$ cat config.mk
export PLATFORM = sky130hd
export DESIGN_NAME = instrMem
export DESIGN_NICKNAME = d
export VERILOG_FILES = /design/src/mipsPkg.sv /design/src/instrMem.sv
export SDC_FILE = /design/constraint.sdc
export NUM_CORES = 2
export LEC_CHECK = 0
export BUFFER_PORTS_ARGS = -buffer_cell sky130_fd_sc_hd__buf_2
export CORE_ASPECT_RATIO = 0.5
export CORE_UTILIZATION = 45
export CTS_BUF_LIST = sky130_fd_sc_hd__clkbuf_4 sky130_fd_sc_hd__clkbuf_8
export DETAILED_ROUTE_END_ITERATION = 10
export PLACE_DENSITY = 0.67
export SLEW_MARGIN = 10
export SYNTH_ARGS = -nofsm -noshare
export SYNTH_HDL_FRONTEND = slang
export SYNTH_SLANG_ARGS = --single-unit
$ cat constraint.sdc
create_clock -name clk -period 5 [get_ports clk]
set_input_delay 0.5 -clock clk [delete_from_list [all_inputs] [get_ports clk]]
set_output_delay 0.5 -clock clk [all_outputs]
set_load 0.02 [all_outputs]
$ cat src/mipsPkg.sv
// shared word and field types, opcode, function and ALU codes, control, trace and store structs
package mipsPkg;

  // ========================================
  // basic widths
  // ========================================
  typedef logic [31:0] word_t;
  typedef logic [4:0]  regAddr_t;
  typedef logic [5:0]  opcode_t;
  typedef logic [5:0]  funct_t;
  typedef logic [2:0]  aluOp_t;

  // primary opcodes, instr[31:26]
  localparam opcode_t OP_RTYPE = 6'h00;
  localparam opcode_t OP_J     = 6'h02;
  localparam opcode_t OP_JAL   = 6'h03;
  localparam opcode_t OP_BEQ   = 6'h04;
  localparam opcode_t OP_LW    = 6'h23;
  localparam opcode_t OP_SW    = 6'h2b;

  // R-type function codes, instr[5:0]
  localparam funct_t FN_SLL = 6'h00;
  localparam funct_t FN_SRL = 6'h02;
  localparam funct_t FN_JR  = 6'h08;
  localparam funct_t FN_ADD = 6'h20;
  localparam funct_t FN_SUB = 6'h22;
  localparam funct_t FN_AND = 6'h24;
  localparam funct_t FN_OR  = 6'h25;
  localparam funct_t FN_SLT = 6'h2a;

  // ALU operations
  localparam aluOp_t ALU_ADD  = 3'd0;
  localparam aluOp_t ALU_SUB  = 3'd1;
  localparam aluOp_t ALU_AND  = 3'd2;
  localparam aluOp_t ALU_OR   = 3'd3;
  localparam aluOp_t ALU_SLT  = 3'd4;
  localparam aluOp_t ALU_SLL  = 3'd5;
  localparam aluOp_t ALU_SRL  = 3'd6;
  // unknown opcode or funct, result forced to zero
  localparam aluOp_t ALU_NONE = 3'd7;

  // ========================================
  // decoded control, one per instruction
  // ========================================
  typedef struct packed {
    logic   regDst;
    logic   aluSrc;
    logic   shiftOp;
    logic   memToReg;
    logic   regWrite;
    logic   memWrite;
    logic   branch;
    logic   jump;
    logic   jumpReg;
    logic   link;
    aluOp_t aluOp;
  } ctrl_t;

  // register write-back event
  typedef struct packed {
    logic     valid;
    regAddr_t addr;
    word_t    data;
  } wbTrace_t;

  // data memory request, addr is a byte address
  typedef struct packed {
    logic  we;
    word_t addr;
    word_t data;
  } store_t;

endpackage

$ cat src/instrMem.sv
// instruction memory with combinational fetch and clocked program-load port
module instrMem import mipsPkg::*; #(
  parameter int IMEM_DEPTH = 64
) (
  input  logic                          clk,
  input  word_t                         addr,
  output word_t                         rdata,
  input  logic                          progWe,
  input  logic [$clog2(IMEM_DEPTH)-1:0] progAddr,
  input  word_t                         progData
);

  localparam int IDX_W = $clog2(IMEM_DEPTH);

  word_t mem [IMEM_DEPTH];
  // word index, upper pc bits wrap around
  logic [IDX_W-1:0] fetchIdx;

  assign fetchIdx = addr[IDX_W+1:2];

  // ========================================
  // load port, used while the core is stopped
  // ========================================
  always_ff @(posedge clk) begin
    if (progWe) begin
      mem[progAddr] <= progData;
    end
  end

  // fetch within the same cycle
  assign rdata = mem[fetchIdx];

endmodule

==> results by stage <==
Finish:
- With fillers left out, the area of the finished cells amounts to around 0.088 sq mm.
- In the final layout, the multi-input gates occupy 0.0160 sq mm.
- The share of layout cells above drive strength 1 is about 34%.
- At the end of the flow, the number of nets in the layout was 3739.
- mem holds more flip-flops than any other register.
- The area growth from synthesis to layout is 12.9%.
- The register with the most flip-flops in the layout has approximately 2000 of them.
- Registers take roughly 0.061 sq mm.
- Counting the fill cells in the layout gives 13000.
- The core utilization of the finished layout is 51.4%.
- The largest registers in the layout are mem: 2048 flops.

Yosys:
- The average instance in the mapped netlist occupies approximately 24 sq um.
- For this run, the number of Yosys warnings is 0.
- Counting flops and latches in the post-synthesis netlist gives between 2000 and 2500.
- After Yosys synthesis, full adders, half adders and majority gates account for 0% of the synthesized area.
- The largest total area in the synthesized netlist belongs to sky130_fd_sc_hd__edfxtp_1.
- The dominant synthesized flop cell is sky130_fd_sc_hd__edfxtp_1.
- The proportion of netlist area held by the largest area contributor is about four fifths.
- In the synthesized netlist, the number of instances is approximately 3300.
- The synthesized netlist occupies a cell area of 0.0779 sq mm.
- The post-synthesis xor/xnor area fraction is 0%.
- The sequential element share of the synthesized area is about four fifths.
- The number of nets in the synthesized netlist is 3364.
- The simple-gate area share of the yosys netlist is under 10%.
- The portion of netlist area occupied by mux cells is between 15 and 20%.
- In this run, synthesis inferred a little over 2000 flip-flops with an integrated enable.
- The share of synthesized registers carrying an async set or reset is 0%.
- Ranked by total cell area, the synthesized netlist is headed by sky130_fd_sc_hd__edfxtp_1 79%, sky130_fd_sc_hd__mux4_2 16%, sky130_fd_sc_hd__mux2i_1 1.2%, sky130_fd_sc_hd__o22ai_1 0.67%, sky130_fd_sc_hd__nor2_1 0.66%.
- After synthesis, the largest family of logic cells by area is multiplexers.
- The complex-gate fraction of the synthesized area is about 1.7%.
- The count of unique library cells instantiated by Yosys is 33.

Setup path:
- The signal on the critical path passes through buf_8, buf_12, buf_4, mux4_2, mux4_2, o22ai_1, nor2_1, buf_2.
- By startpoint and endpoint, the worst setup path is classified as in -> out.
- The kind of cell with the highest combined delay on the critical path is buffers and inverters.
- For the worst setup path, the data required time is 4.50 ns.
- STA classifies the critical path endpoint as an output pin.
- The worst-path maximum fanout is 26.
- The most prevalent standard cell on the critical path is sky130_fd_sc_hd__mux4_2.
- STA classifies the critical path startpoint as a primary input.
- The stage delay of the slowest cell on the critical path is 0.54 ns.
- Counting both buffers and inverters, the worst setup path holds a total of 4.
- The slowest stage of the critical path is the sky130_fd_sc_hd__o22ai_1 cell.
- Data arrives at the worst endpoint at between 3 and 4 ns.

Clock network:
- The TritonCTS sink count is 2048.
- The H-tree was split into 5 levels.
- Buffers inserted during clock tree synthesis total just over 300.
- The number of buffers on the longest clock path is 4.
- The clock tree from TritonCTS is built.
- The clock edge transition at the registers on the reported setup and hold paths is about 0.06 ns.
- The CTS root buffer is sky130_fd_sc_hd__clkbuf_8.

Routing:
- The final layout contains routed wiring with a total length of 188000 um.
- Once detail routing completed, the nets flagged for antenna violations numbered 0.
- The first detailed-routing pass ran for 7 iterations.
- In this run, the number of DRC markers left after iteration 0 of detailed routing was approximately 4400.
- The detailed-route vias per instance is roughly 6.0.
- In the final routed layout, each cell accounts on average for around 30 um.
- Across all layers, the routed design uses between 30000 and 40000 vias.
- In the routed design, unresolved DRC markers number 0.

Die:
- The die area is roughly 0.17 sq mm.
- The height of the chip is 296 um.
- For this configuration, the core starts out at a cell density of a little under half.
- Pin placement for this block handled about 100 I/O pins.
- The placeable core region is 0.171 sq mm.
- After floorplanning, the core was divided into between 100 and 150 placement rows.
- The overall die width is a little under 600 um.

STA:
- The relative slew slack is around 18%.
- After routing, the total negative slack on setup checks comes to 0 ns.
- The routed design could run at a clock period as short as around 4.0 ns.
- At the pin with the least slew margin, the transition time is around 1.2 ns.
- Setup repair after global routing left no endpoint under its margin.
- The number of hold-slack violations in the final timing report is 0.
- The max-slew violation count came to 0.
- Across all setup checks in the final design, the least slack found is 0.977 ns.
- Based on the critical path, the design can be clocked at up to about 250 MHz.
- The total of endpoints with negative setup slack in the final report is 0.
- Of the available clock period, the critical path in the final layout requires approximately 80%.
- On the final layout, the worst hold slack is 0.115 ns.

Place:
- The HPWL after detailed placement is roughly 110000 um.
- Routability-driven placement finished with a final weighted congestion of approximately 0.79.
- Prior to clock tree synthesis, the placed netlist has a worst setup slack of about 1 ns.
- In this run the cell area measured after placement is 0.0822 sq mm.
- Port buffering added between 70 and 80 buffers.

GRT:
- In the global route stage, overall resource usage came out at roughly 22%.
- The number of antenna violations at the first check in global routing came to 12.
- The pin count of the biggest net entering global routing is 80.
- The number of global-route vias before repair is around 38000.
- The sum of overflow across all layers after global routing is 0.
- The wire length of the first global-routing pass is ~270000 um.

Power:
- The power density over the cells is around 380 mW/mm^2.
- The total leakage power is roughly 27 nW.
- The worst supply voltage drop on vdd is between 0.2 and 0.25 mV.

Job:
- Max-cap violations in this run came to 0.

Status:
- The run finished with clean final reports.

Hold path:
- The path class of the lowest-slack min-delay path is in -> reg.
## Yosys cell counts, drive strengths merged (5+ instances only)
library cell / count
a21oi: 62
a22oi: 12
a311oi: 8
buf: 108
clkbuf: 74
edfxtp: 2048
mux2i: 93
mux4: 544
nand2: 26
nand2b: 8
nand3: 5
nand3b: 5
nor2: 137
nor2b: 15
nor3: 7
o221ai: 27
o22ai: 84
or3b: 5
## routing by layer
layer	up-vias	part of all wire, %	global-route usage, %
li1	14900	-	-
met1	20100	42	31.3
met4	4	2.0	5.93
met2	1888	47	33.4
met5	-	0.014	0
met3	266	9.1	4.36
## through the flow
step / cells / power (mW)
2_1_floorplan: 3292 / 20.4
3_3_place_gp: 5645 / 21.1
3_5_place_dp: 5645 / 21.2
4_1_cts: 6160 / 33.8
5_1_grt: 6170 / 34.6
6_report: 6173 / 33.6
## power breakdown
part,switching [mW],internal (mW)
sequential,0.0254,19.0
combinational,1.11,0.661
clock,6.11,6.67
total,7.24,26.3
## area by class of cell
| cell class | count | area share [%] |
|---|---|---|
| Multi-Input combinational cell | 1062 | 18.2 |
| Clock inverter | 91 | 0.510 |
| Sequential cell | 2048 | 70.0 |
| Timing Repair Buffer | 252 | 2.25 |
| Tap cell | 2289 | 3.26 |
| Clock buffer | 421 | 5.81 |
| Antenna cell | 10 | 0.0285 |
## layout by cell type, fill, tap and decap left out, types with 5 or more instances in the layout
| cell type | n |
|---|---|
| sky130_fd_sc_hd__buf_4 | 154 |
| sky130_fd_sc_hd__clkbuf_4 | 110 |
| sky130_fd_sc_hd__a311oi_1 | 8 |
| sky130_fd_sc_hd__clkinv_1 | 64 |
| sky130_fd_sc_hd__clkbuf_8 | 311 |
| sky130_fd_sc_hd__buf_2 | 73 |
| sky130_fd_sc_hd__clkinv_2 | 18 |
| sky130_fd_sc_hd__diode_2 | 10 |
| sky130_fd_sc_hd__nand2b_1 | 7 |
| sky130_fd_sc_hd__nor3_1 | 5 |
| sky130_fd_sc_hd__nor2b_1 | 15 |
| sky130_fd_sc_hd__nor2_4 | 62 |
| sky130_fd_sc_hd__a21oi_1 | 62 |
| sky130_fd_sc_hd__nand2_1 | 26 |
| sky130_fd_sc_hd__nor2_1 | 75 |
| sky130_fd_sc_hd__a22oi_1 | 12 |
| sky130_fd_sc_hd__o221ai_1 | 27 |
| sky130_fd_sc_hd__mux4_2 | 544 |
| sky130_fd_sc_hd__nand3b_1 | 5 |
| sky130_fd_sc_hd__buf_12 | 17 |
| sky130_fd_sc_hd__o22ai_1 | 84 |
| sky130_fd_sc_hd__nand3_1 | 5 |
| sky130_fd_sc_hd__mux2i_1 | 93 |
| sky130_fd_sc_hd__edfxtp_1 | 2048 |
## final timing paths
| path | startpoint | to | cells after the start |
|---|---|---|---|
| worst min-delay path | progData[22] | mem[23][22]$_DFFE_PP_ | 1 |
| worst max-delay path | addr[2] | rdata[30] | 8 |
## repair_timing
| action | 4_1_cts | 5_1_grt |
|---|---|---|
| endpoints found under the hold margin | 4 | 16 |
| setup buffers | 0 | 0 |
| hold buffers | 3 | 1 |
| gates resized for setup | 0 | 0 |
## logic make-up after synthesis
logic type             count (synthesis)
flip-flops                          2048
AO/OA/AOI/OAI                        202
buffers and inverters                182
AND/OR/NAND/NOR                      223
multiplexers                         637
(Power assumes the default switching activity.)
