**config.mk**
```make
export PLATFORM = sky130hd
export DESIGN_NAME = mipsCore
export DESIGN_NICKNAME = d
export VERILOG_FILES = /design/src/mipsPkg.sv /design/src/aluUnit.sv /design/src/controlUnit.sv /design/src/mipsCore.sv /design/src/pcUnit.sv /design/src/regFile.sv
export SDC_FILE = /design/constraint.sdc
export NUM_CORES = 2
export LEC_CHECK = 0
export ABC_AREA = 1
export BUFFER_PORTS_ARGS = -buffer_cell sky130_fd_sc_hd__buf_2
export CORE_MARGIN = 2
export CORE_UTILIZATION = 30
export CTS_CLUSTER_SIZE = 20
export DETAILED_ROUTE_END_ITERATION = 16
export PLACE_DENSITY = 0.5
export SETUP_SLACK_MARGIN = 0.5
export SYNTH_ARGS = -nofsm -noshare
export SYNTH_HDL_FRONTEND = slang
export SYNTH_SLANG_ARGS = --single-unit
```
**constraint.sdc**
```tcl
create_clock -name clk -period 8.2 [get_ports clk]
set_input_delay 0.41 -clock clk [delete_from_list [all_inputs] [get_ports clk]]
set_output_delay 0.41 -clock clk [all_outputs]
set_load 0.05 [all_outputs]
```
**src/mipsPkg.sv**
```systemverilog
// shared word and field types, opcode, function and ALU codes, control, trace and store structs
package mipsPkg;

  // ========================================
  // basic widths
  // ========================================
  typedef logic [31:0] word_t;
  typedef logic [4:0]  regAddr_t;
  typedef logic [5:0]  opcode_t;
  typedef logic [5:0]  funct_t;
  typedef logic [2:0]  aluOp_t;

  // primary opcodes, instr[31:26]
  localparam opcode_t OP_RTYPE = 6'h00;
  localparam opcode_t OP_J     = 6'h02;
  localparam opcode_t OP_JAL   = 6'h03;
  localparam opcode_t OP_BEQ   = 6'h04;
  localparam opcode_t OP_LW    = 6'h23;
  localparam opcode_t OP_SW    = 6'h2b;

  // R-type function codes, instr[5:0]
  localparam funct_t FN_SLL = 6'h00;
  localparam funct_t FN_SRL = 6'h02;
  localparam funct_t FN_JR  = 6'h08;
  localparam funct_t FN_ADD = 6'h20;
  localparam funct_t FN_SUB = 6'h22;
  localparam funct_t FN_AND = 6'h24;
  localparam funct_t FN_OR  = 6'h25;
  localparam funct_t FN_SLT = 6'h2a;

  // ALU operations
  localparam aluOp_t ALU_ADD  = 3'd0;
  localparam aluOp_t ALU_SUB  = 3'd1;
  localparam aluOp_t ALU_AND  = 3'd2;
  localparam aluOp_t ALU_OR   = 3'd3;
  localparam aluOp_t ALU_SLT  = 3'd4;
  localparam aluOp_t ALU_SLL  = 3'd5;
  localparam aluOp_t ALU_SRL  = 3'd6;
  // unknown opcode or funct, result forced to zero
  localparam aluOp_t ALU_NONE = 3'd7;

  // ========================================
  // decoded control, one per instruction
  // ========================================
  typedef struct packed {
    logic   regDst;
    logic   aluSrc;
    logic   shiftOp;
    logic   memToReg;
    logic   regWrite;
    logic   memWrite;
    logic   branch;
    logic   jump;
    logic   jumpReg;
    logic   link;
    aluOp_t aluOp;
  } ctrl_t;

  // register write-back event
  typedef struct packed {
    logic     valid;
    regAddr_t addr;
    word_t    data;
  } wbTrace_t;

  // data memory request, addr is a byte address
  typedef struct packed {
    logic  we;
    word_t addr;
    word_t data;
  } store_t;

endpackage

```
**src/aluUnit.sv**
```systemverilog
// 32-bit ALU with add, sub, and, or, signed slt, logical shifts and zero flag
module aluUnit import mipsPkg::*; (
  input  word_t  a,
  input  word_t  b,
  input  aluOp_t op,
  output word_t  result,
  output logic   zero
);

  // shift amount from low bits of operand a
  logic [4:0] shAmt;

  assign shAmt = a[4:0];

  always_comb begin
    case (op)
      ALU_ADD: result = a + b;
      ALU_SUB: result = a - b;
      ALU_AND: result = a & b;
      ALU_OR:  result = a | b;
      // signed compare
      ALU_SLT: result = ($signed(a) < $signed(b)) ? 32'd1 : 32'd0;
      ALU_SLL: result = b << shAmt;
      ALU_SRL: result = b >> shAmt;
      // ALU_NONE and anything else
      default: result = '0;
    endcase
  end

  // flag for every op, beq only looks at it after sub
  assign zero = (result == '0);

endmodule

```
**src/controlUnit.sv**
```systemverilog
// instruction decoder producing the control struct and the ALU operation
module controlUnit import mipsPkg::*; (
  input  opcode_t opcode,
  input  funct_t  funct,
  output ctrl_t   ctrl
);

  // single-level decode, opcode first then funct for R-type
  always_comb begin
    ctrl = '0;
    ctrl.aluOp = ALU_ADD;
    case (opcode)
      OP_RTYPE: begin
        // rd destination for all R-type
        ctrl.regDst = 1'b1;
        ctrl.regWrite = 1'b1;
        case (funct)
          FN_ADD: ctrl.aluOp = ALU_ADD;
          FN_SUB: ctrl.aluOp = ALU_SUB;
          FN_AND: ctrl.aluOp = ALU_AND;
          FN_OR:  ctrl.aluOp = ALU_OR;
          FN_SLT: ctrl.aluOp = ALU_SLT;
          FN_SLL: begin
            ctrl.aluOp = ALU_SLL;
            ctrl.shiftOp = 1'b1;
          end
          FN_SRL: begin
            ctrl.aluOp = ALU_SRL;
            ctrl.shiftOp = 1'b1;
          end
          FN_JR: begin
            // no register result
            ctrl.regWrite = 1'b0;
            ctrl.jumpReg = 1'b1;
          end
          // unknown funct, rd gets zero
          default: ctrl.aluOp = ALU_NONE;
        endcase
      end
      OP_LW: begin
        ctrl.aluSrc = 1'b1;
        ctrl.memToReg = 1'b1;
        ctrl.regWrite = 1'b1;
      end
      OP_SW: begin
        ctrl.aluSrc = 1'b1;
        ctrl.memWrite = 1'b1;
      end
      OP_BEQ: begin
        // compare by subtract, zero flag decides
        ctrl.branch = 1'b1;
        ctrl.aluOp = ALU_SUB;
      end
      OP_J: ctrl.jump = 1'b1;
      OP_JAL: begin
        ctrl.jump = 1'b1;
        ctrl.link = 1'b1;
        ctrl.regWrite = 1'b1;
      end
      default: begin
        // unknown opcode, rt gets zero
        ctrl.aluSrc = 1'b1;
        ctrl.regWrite = 1'b1;
        ctrl.aluOp = ALU_NONE;
      end
    endcase
  end

endmodule

```
**src/mipsCore.sv**
```systemverilog
// single-cycle datapath with decode, register file, ALU, PC and trace outputs
module mipsCore import mipsPkg::*; (
  input  logic     clk,
  input  logic     rst,
  input  logic     run,
  output word_t    pc,
  input  word_t    instr,
  output store_t   store,
  input  word_t    rdata,
  output wbTrace_t wb
);

  localparam regAddr_t LINK_REG = 5'd31;

  ctrl_t       ctrl;
  opcode_t     opcode;
  funct_t      funct;
  regAddr_t    rs;
  regAddr_t    rt;
  regAddr_t    rd;
  regAddr_t    wAddr;
  logic [4:0]  shamt;
  logic [15:0] imm;
  logic [25:0] target;
  word_t       signExt;
  word_t       rsValue;
  word_t       rtValue;
  word_t       aluA;
  word_t       aluB;
  word_t       aluResult;
  word_t       wData;
  word_t       pcPlus4;
  logic        aluZero;
  logic        regWe;

  // ========================================
  // instruction fields
  // ========================================
  assign opcode = instr[31:26];
  assign rs = instr[25:21];
  assign rt = instr[20:16];
  assign rd = instr[15:11];
  assign shamt = instr[10:6];
  assign funct = instr[5:0];
  assign imm = instr[15:0];
  assign target = instr[25:0];
  assign signExt = {{16{imm[15]}}, imm};

  controlUnit i_controlUnit (.opcode(opcode), .funct(funct), .ctrl(ctrl));

  // writes only happen while running
  assign regWe = ctrl.regWrite & run;

  regFile i_regFile (
    .clk(clk), .rst(rst), .we(regWe),
    .rAddr1(rs), .rAddr2(rt), .wAddr(wAddr), .wData(wData),
    .rData1(rsValue), .rData2(rtValue)
  );

  // ========================================
  // operand and write-back muxes
  // ========================================
  // shifts take shamt as the amount and rt as the value
  assign aluA = ctrl.shiftOp ? {27'd0, shamt} : rsValue;
  assign aluB = ctrl.aluSrc ? signExt : rtValue;

  aluUnit i_aluUnit (.a(aluA), .b(aluB), .op(ctrl.aluOp), .result(aluResult), .zero(aluZero));

  // jal links into r31
  assign wAddr = ctrl.link ? LINK_REG : (ctrl.regDst ? rd : rt);
  assign wData = ctrl.link ? pcPlus4 : (ctrl.memToReg ? rdata : aluResult);

  pcUnit i_pcUnit (
    .clk(clk), .rst(rst), .run(run), .ctrl(ctrl), .zero(aluZero),
    .target(target), .offset(signExt), .rsValue(rsValue),
    .pc(pc), .pcPlus4(pcPlus4)
  );

  // trace, r0 writes are dropped by the register file too
  assign wb = '{valid: regWe && (wAddr != '0), addr: wAddr, data: wData};
  // lw and sw both address by ALU result
  assign store = '{we: ctrl.memWrite & run, addr: aluResult, data: rtValue};

endmodule

```
**src/pcUnit.sv**
```systemverilog
// program counter register and next-PC selection
module pcUnit import mipsPkg::*; (
  input  logic        clk,
  input  logic        rst,
  input  logic        run,
  input  ctrl_t       ctrl,
  input  logic        zero,
  input  logic [25:0] target,
  input  word_t       offset,
  input  word_t       rsValue,
  output word_t       pc,
  output word_t       pcPlus4
);

  word_t pcReg;
  word_t nextPc;
  word_t branchPc;
  word_t jumpPc;

  assign pcPlus4 = pcReg + 32'd4;
  // word offset to byte offset
  assign branchPc = pcPlus4 + {offset[29:0], 2'b00};
  // region bits from pc+4
  assign jumpPc = {pcPlus4[31:28], target, 2'b00};

  // jr beats j beats taken beq
  always_comb begin
    if (ctrl.jumpReg) begin
      nextPc = rsValue;
    end else if (ctrl.jump) begin
      nextPc = jumpPc;
    end else if (ctrl.branch && zero) begin
      nextPc = branchPc;
    end else begin
      nextPc = pcPlus4;
    end
  end

  // hold while stopped
  always_ff @(posedge clk or negedge rst) begin
    if (!rst) begin
      pcReg <= '0;
    end else if (run) begin
      pcReg <= nextPc;
    end
  end

  assign pc = pcReg;

endmodule

```
**src/regFile.sv**
```systemverilog
// 32x32 register file, two combinational reads, one clocked write, r0 fixed at zero
module regFile import mipsPkg::*; (
  input  logic     clk,
  input  logic     rst,
  input  logic     we,
  input  regAddr_t rAddr1,
  input  regAddr_t rAddr2,
  input  regAddr_t wAddr,
  input  word_t    wData,
  output word_t    rData1,
  output word_t    rData2
);

  // r0 is not stored
  word_t regs [1:31];

  // ========================================
  // write port
  // ========================================
  always_ff @(posedge clk or negedge rst) begin
    if (!rst) begin
      for (int i = 1; i < 32; i++) begin
        regs[i] <= '0;
      end
    end else if (we && (wAddr != '0)) begin
      regs[wAddr] <= wData;
    end
  end

  // ========================================
  // read ports
  // ========================================
  // no bypass, a write shows up next cycle
  assign rData1 = (rAddr1 == '0) ? '0 : regs[rAddr1];
  assign rData2 = (rAddr2 == '0) ? '0 : regs[rAddr2];

endmodule

```
==> results.json <==
{
  "drc": 0,
  "core_area_mm2": 0.2321,
  "post-route-util": 0.3403,
  "grt_pass1_vias": 71529,
  "crit_required_ns": 7.79,
  "htreeDepth": 4,
  "skew_ns": 0.05972,
  "tns_ns": 0,
  "grt_use_met2": 0.4466,
  "ys_top_cells_by_area": "dfrtp_1, nand2_1, nand3_1",
  "synthDistinctLibCells": 56,
  "cp_max_fo": 184,
  "cts.sinks": 1024,
  "syn_to_final_growth_pct": 13.00,
  "rsz0062_at_grt": "false",
  "power.leakage_nw": 37.12,
  "sequentialPowerShare": 0.365,
  "max_clock_freq_mhz": 135.4,
  "port_buffers": 201,
  "pwr_density_cell_mw_per_mm2": 244.9,
  "holdCritPathClass": "input port to flop",
  "clk_pin_slew_worst_paths_ns": 0.05,
  "row_count": 177,
  "place.gp.congestion": 0.9941,
  "yosysTopAreaCell": "dfrtp_1",
  "power.total_mw": 19.35,
  "p_comb_frac": 0.327,
  "grt_overflow": 0,
  "post_drt_wl_per_cell_um": 26.67,
  "synthCells": 10604,
  "status": "completed",
  "dp.cells": 13296,
  "syn_avg_cell_area_um2": 6.592,
  "pin_count": 202,
  "place_hpwl_um": 236800,
  "setup_viol": 0,
  "ys_seq_area_frac": 0.3666,
  "drive_gt1_frac": 0.07807,
  "met1_usage": 0.3982,
  "worstSetupPathType": "input port to primary output",
  "end_kind": "primary output",
  "first_pass_iters": 6,
  "synth_area_mm2": 0.06990,
  "start_util": 0.3012,
  "dpl_worst_slack_ns": 0.2368,
  "globalRouteMet3Util": 0.07196,
  "yosys_warnings": 0,
  "root_buffer": "clkbuf_16",
  "synth_nets": 10806,
  "grt.busiest_layer": "met2",
  "ys_async_sr_fraction": 1.000,
  "switching_share": 0.3976,
  "grt_pass1_wl_um": 518300,
  "grt_max_degree": 185,
  "tightest_slew_ns": 1.450,
  "die_w_um": 486.7,
  "critPathLaunchType": "input port",
  "ys_dominant_reg_cell": "dfrtp_1",
  "max-slew-margin-rel": 0.02307,
  "globalRouteTotalUtil": 0.2970,
  "p_int_mw": 11.65,
  "yosys.area.top_type_share": 0.3666,
  "worstSkewPairLatency_ns": 0.83,
  "min_period_ns": 7.388,
  "drtIter0Drc": 9559,
  "routed_wl_um": 361200,
  "chipHeight_um": 486.7,
  "drv_cap": 0,
  "setup_ws_ns": 0.8123,
  "vias": 75284,
  "cts_buffer_depth": 3,
  "slew_violations": 0,
  "vias_per_cell": 5.560,
  "yosys_register_bits": 1024,
  "ant_nets": 0,
  "cts_buffers": 132,
  "synth_edf_count": 0,
  "num-nets-final": 10596,
  "finalHoldViolations": 0,
  "cts_tree": "done",
  "die_area_mm2": 0.2369,
  "peakVddDrop_mv": 0.2184,
  "fin_crit_sh": 0.9009,
  "p_clk_frac": 0.308,
  "stdcell_count": 13540,
  "p_sw_mw": 7.691,
  "cp.arrival_ns": 6.98,
  "antenna_found_initial": 24
}
critical path, stage by stage:
cell and delay (ns):
buf_8 0.31, buf_12 0.57, o211ai_1 0.27, nand3_1 0.14, nand3_1 0.10, nand3_1 0.31
nand3_1 0.26, nand2_1 0.37, inv_1 0.12, ha_1 0.40, a21oi_1 0.27, o21ai_0 0.14
a21oi_1 0.13, o21ai_1 0.15, a21oi_1 0.31, o21bai_2 0.17, a21oi_1 0.23, a21oi_1 0.10
o21ai_1 0.27, nand2_1 0.09, nor2_1 0.29, nand2_1 0.32, nor2_1 0.32, o22ai_4 0.28
buf_2 0.33
sequential cells by signal (all words and copies together) (netlist names):
| name | flops |
|---|---|
| i_pcUnit.pc | 32 |
| i_regFile.regs | 992 |
synthesized netlist by cell type (4+ instances only):
library cell	n
o21bai_1	6
nor3_1	59
inv_1	1170
o31ai_1	30
a21boi_0	4
nand4_1	37
clkinv_1	11
inv_2	32
a21oi_1	696
buf_6	23
buf_4	44
nand3b_1	5
nand3_1	1412
buf_2	194
and2_1	29
or2_2	11
o21ai_1	68
a22oi_1	30
o21ai_0	1239
mux2_2	16
xnor2_1	15
buf_1	66
xor2_1	43
nor2_1	306
o211ai_1	239
nand2_2	12
nor4_1	4
a31oi_1	6
nand2_1	3074
dfrtp_1	1024
o221ai_1	6
ha_1	132
o22ai_1	40
nor2_2	5
clkbuf_1	474
o21a_1	5
a21o_1	9
final cells by class:
| class | instances | area, um^2 |
|---|---|---|
| Fill cell | 25073 | 153100 |
| Multi-Input combinational cell | 7564 | 36730 |
| Sequential cell | 1024 | 25620 |
| Inverter | 1215 | 4627 |
| Clock buffer | 195 | 3861 |
| Timing Repair Buffer | 457 | 3857 |
| Tap cell | 3043 | 3807 |
| Clock inverter | 35 | 464.2 |
| Antenna cell | 7 | 17.52 |
power groups by stage:
stage	Sequential, mW	Combinational [mW]	Clock [mW]
finish	7.05	6.34	5.96
global route	7.21	7.00	6.24
CTS	7.04	6.22	6.03
detailed placement	7.11	6.18	0
global placement	7.09	6.14	0
floorplan	7.06	4.04	0
through the flow:
stage               hold WS (ns)  cell area, um^2
floorplan                 0.1144            69900
global placement          0.4807            74490
detailed placement        0.4836            74490
CTS                      0.07693            78830
global route              0.1457            78980
finish                    0.1452            78990
routing by layer:
metal,part of all wire,wire (um)
met1,0.42,150700
met4,0.052,18880
met2,0.43,154600
met3,0.10,36660
met5,0.00096,346
logic make-up (layout without fill, tap and decap cells):
kind of cell | after synthesis | count (layout) | share of synthesized area
buf+inv | 2016 | 1902 | 0.1167
xor+xnor | 58 | 58 | 0.007267
mux | 16 | 16 | 0.002577
compound gates | 2392 | 2392 | 0.1848
other cells | 0 | 7 | 0
fa+ha+maj | 135 | 135 | 0.02449
simple gates | 4963 | 4963 | 0.2977
flops | 1024 | 1024 | 0.3666
placed cells by master (no fill, tap or decap), drive strengths merged, types with 6 or more instances in the layout:
cell,Yosys,layout
inv,1204,1209
o221ai,6,6
nor2,312,312
nand2,3086,3086
clkinv,11,36
nor3,62,62
o31ai,30,30
o211ai,239,239
o21bai,6,6
a21o,9,9
a22oi,30,30
mux2,16,16
a31oi,6,6
buf,327,455
a21oi,696,696
and2,29,29
or2,12,12
diode,0,7
dfrtp,1024,1024
o21ai,1308,1308
nand3,1414,1414
ha,132,132
o22ai,42,42
clkbuf,474,196
nand4,38,38
xnor2,15,15
xor2,43,43
path summary, 6_finish.rpt:
kind	endpoint	cells after the start	from	slack [ns]
worst max-delay path	wb[25]	25	instr[16]	0.81
worst min-delay path	i_pcUnit.pc[5]$_DFFE_PN0P_	5	instr[3]	0.15
worst max register to register	i_pcUnit.pc[21]$_DFFE_PN0P_	31	i_regFile.regs[898]$_DFFE_PN0P_	1.93
worst min register to register	i_regFile.regs[849]$_DFFE_PN0P_	2	i_regFile.regs[849]$_DFFE_PN0P_	0.50
max in group asynchronous	i_regFile.regs[96]$_DFFE_PN0P_	4	rst	5.76
min in group asynchronous	i_regFile.regs[391]$_DFFE_PN0P_	2	rst	0.30
timing repair:
item | in CTS | in global routing
setup endpoints to repair | 1 | 6
cloned | 0 | 1
buffers inserted | 0 | 5
hold endpoints to repair | 106 | 0
hold buffers | 1 | 0
gates resized for setup | 1 | 11
pin swaps | 0 | 4
Note: power is estimated with default switching activity, not from simulation.
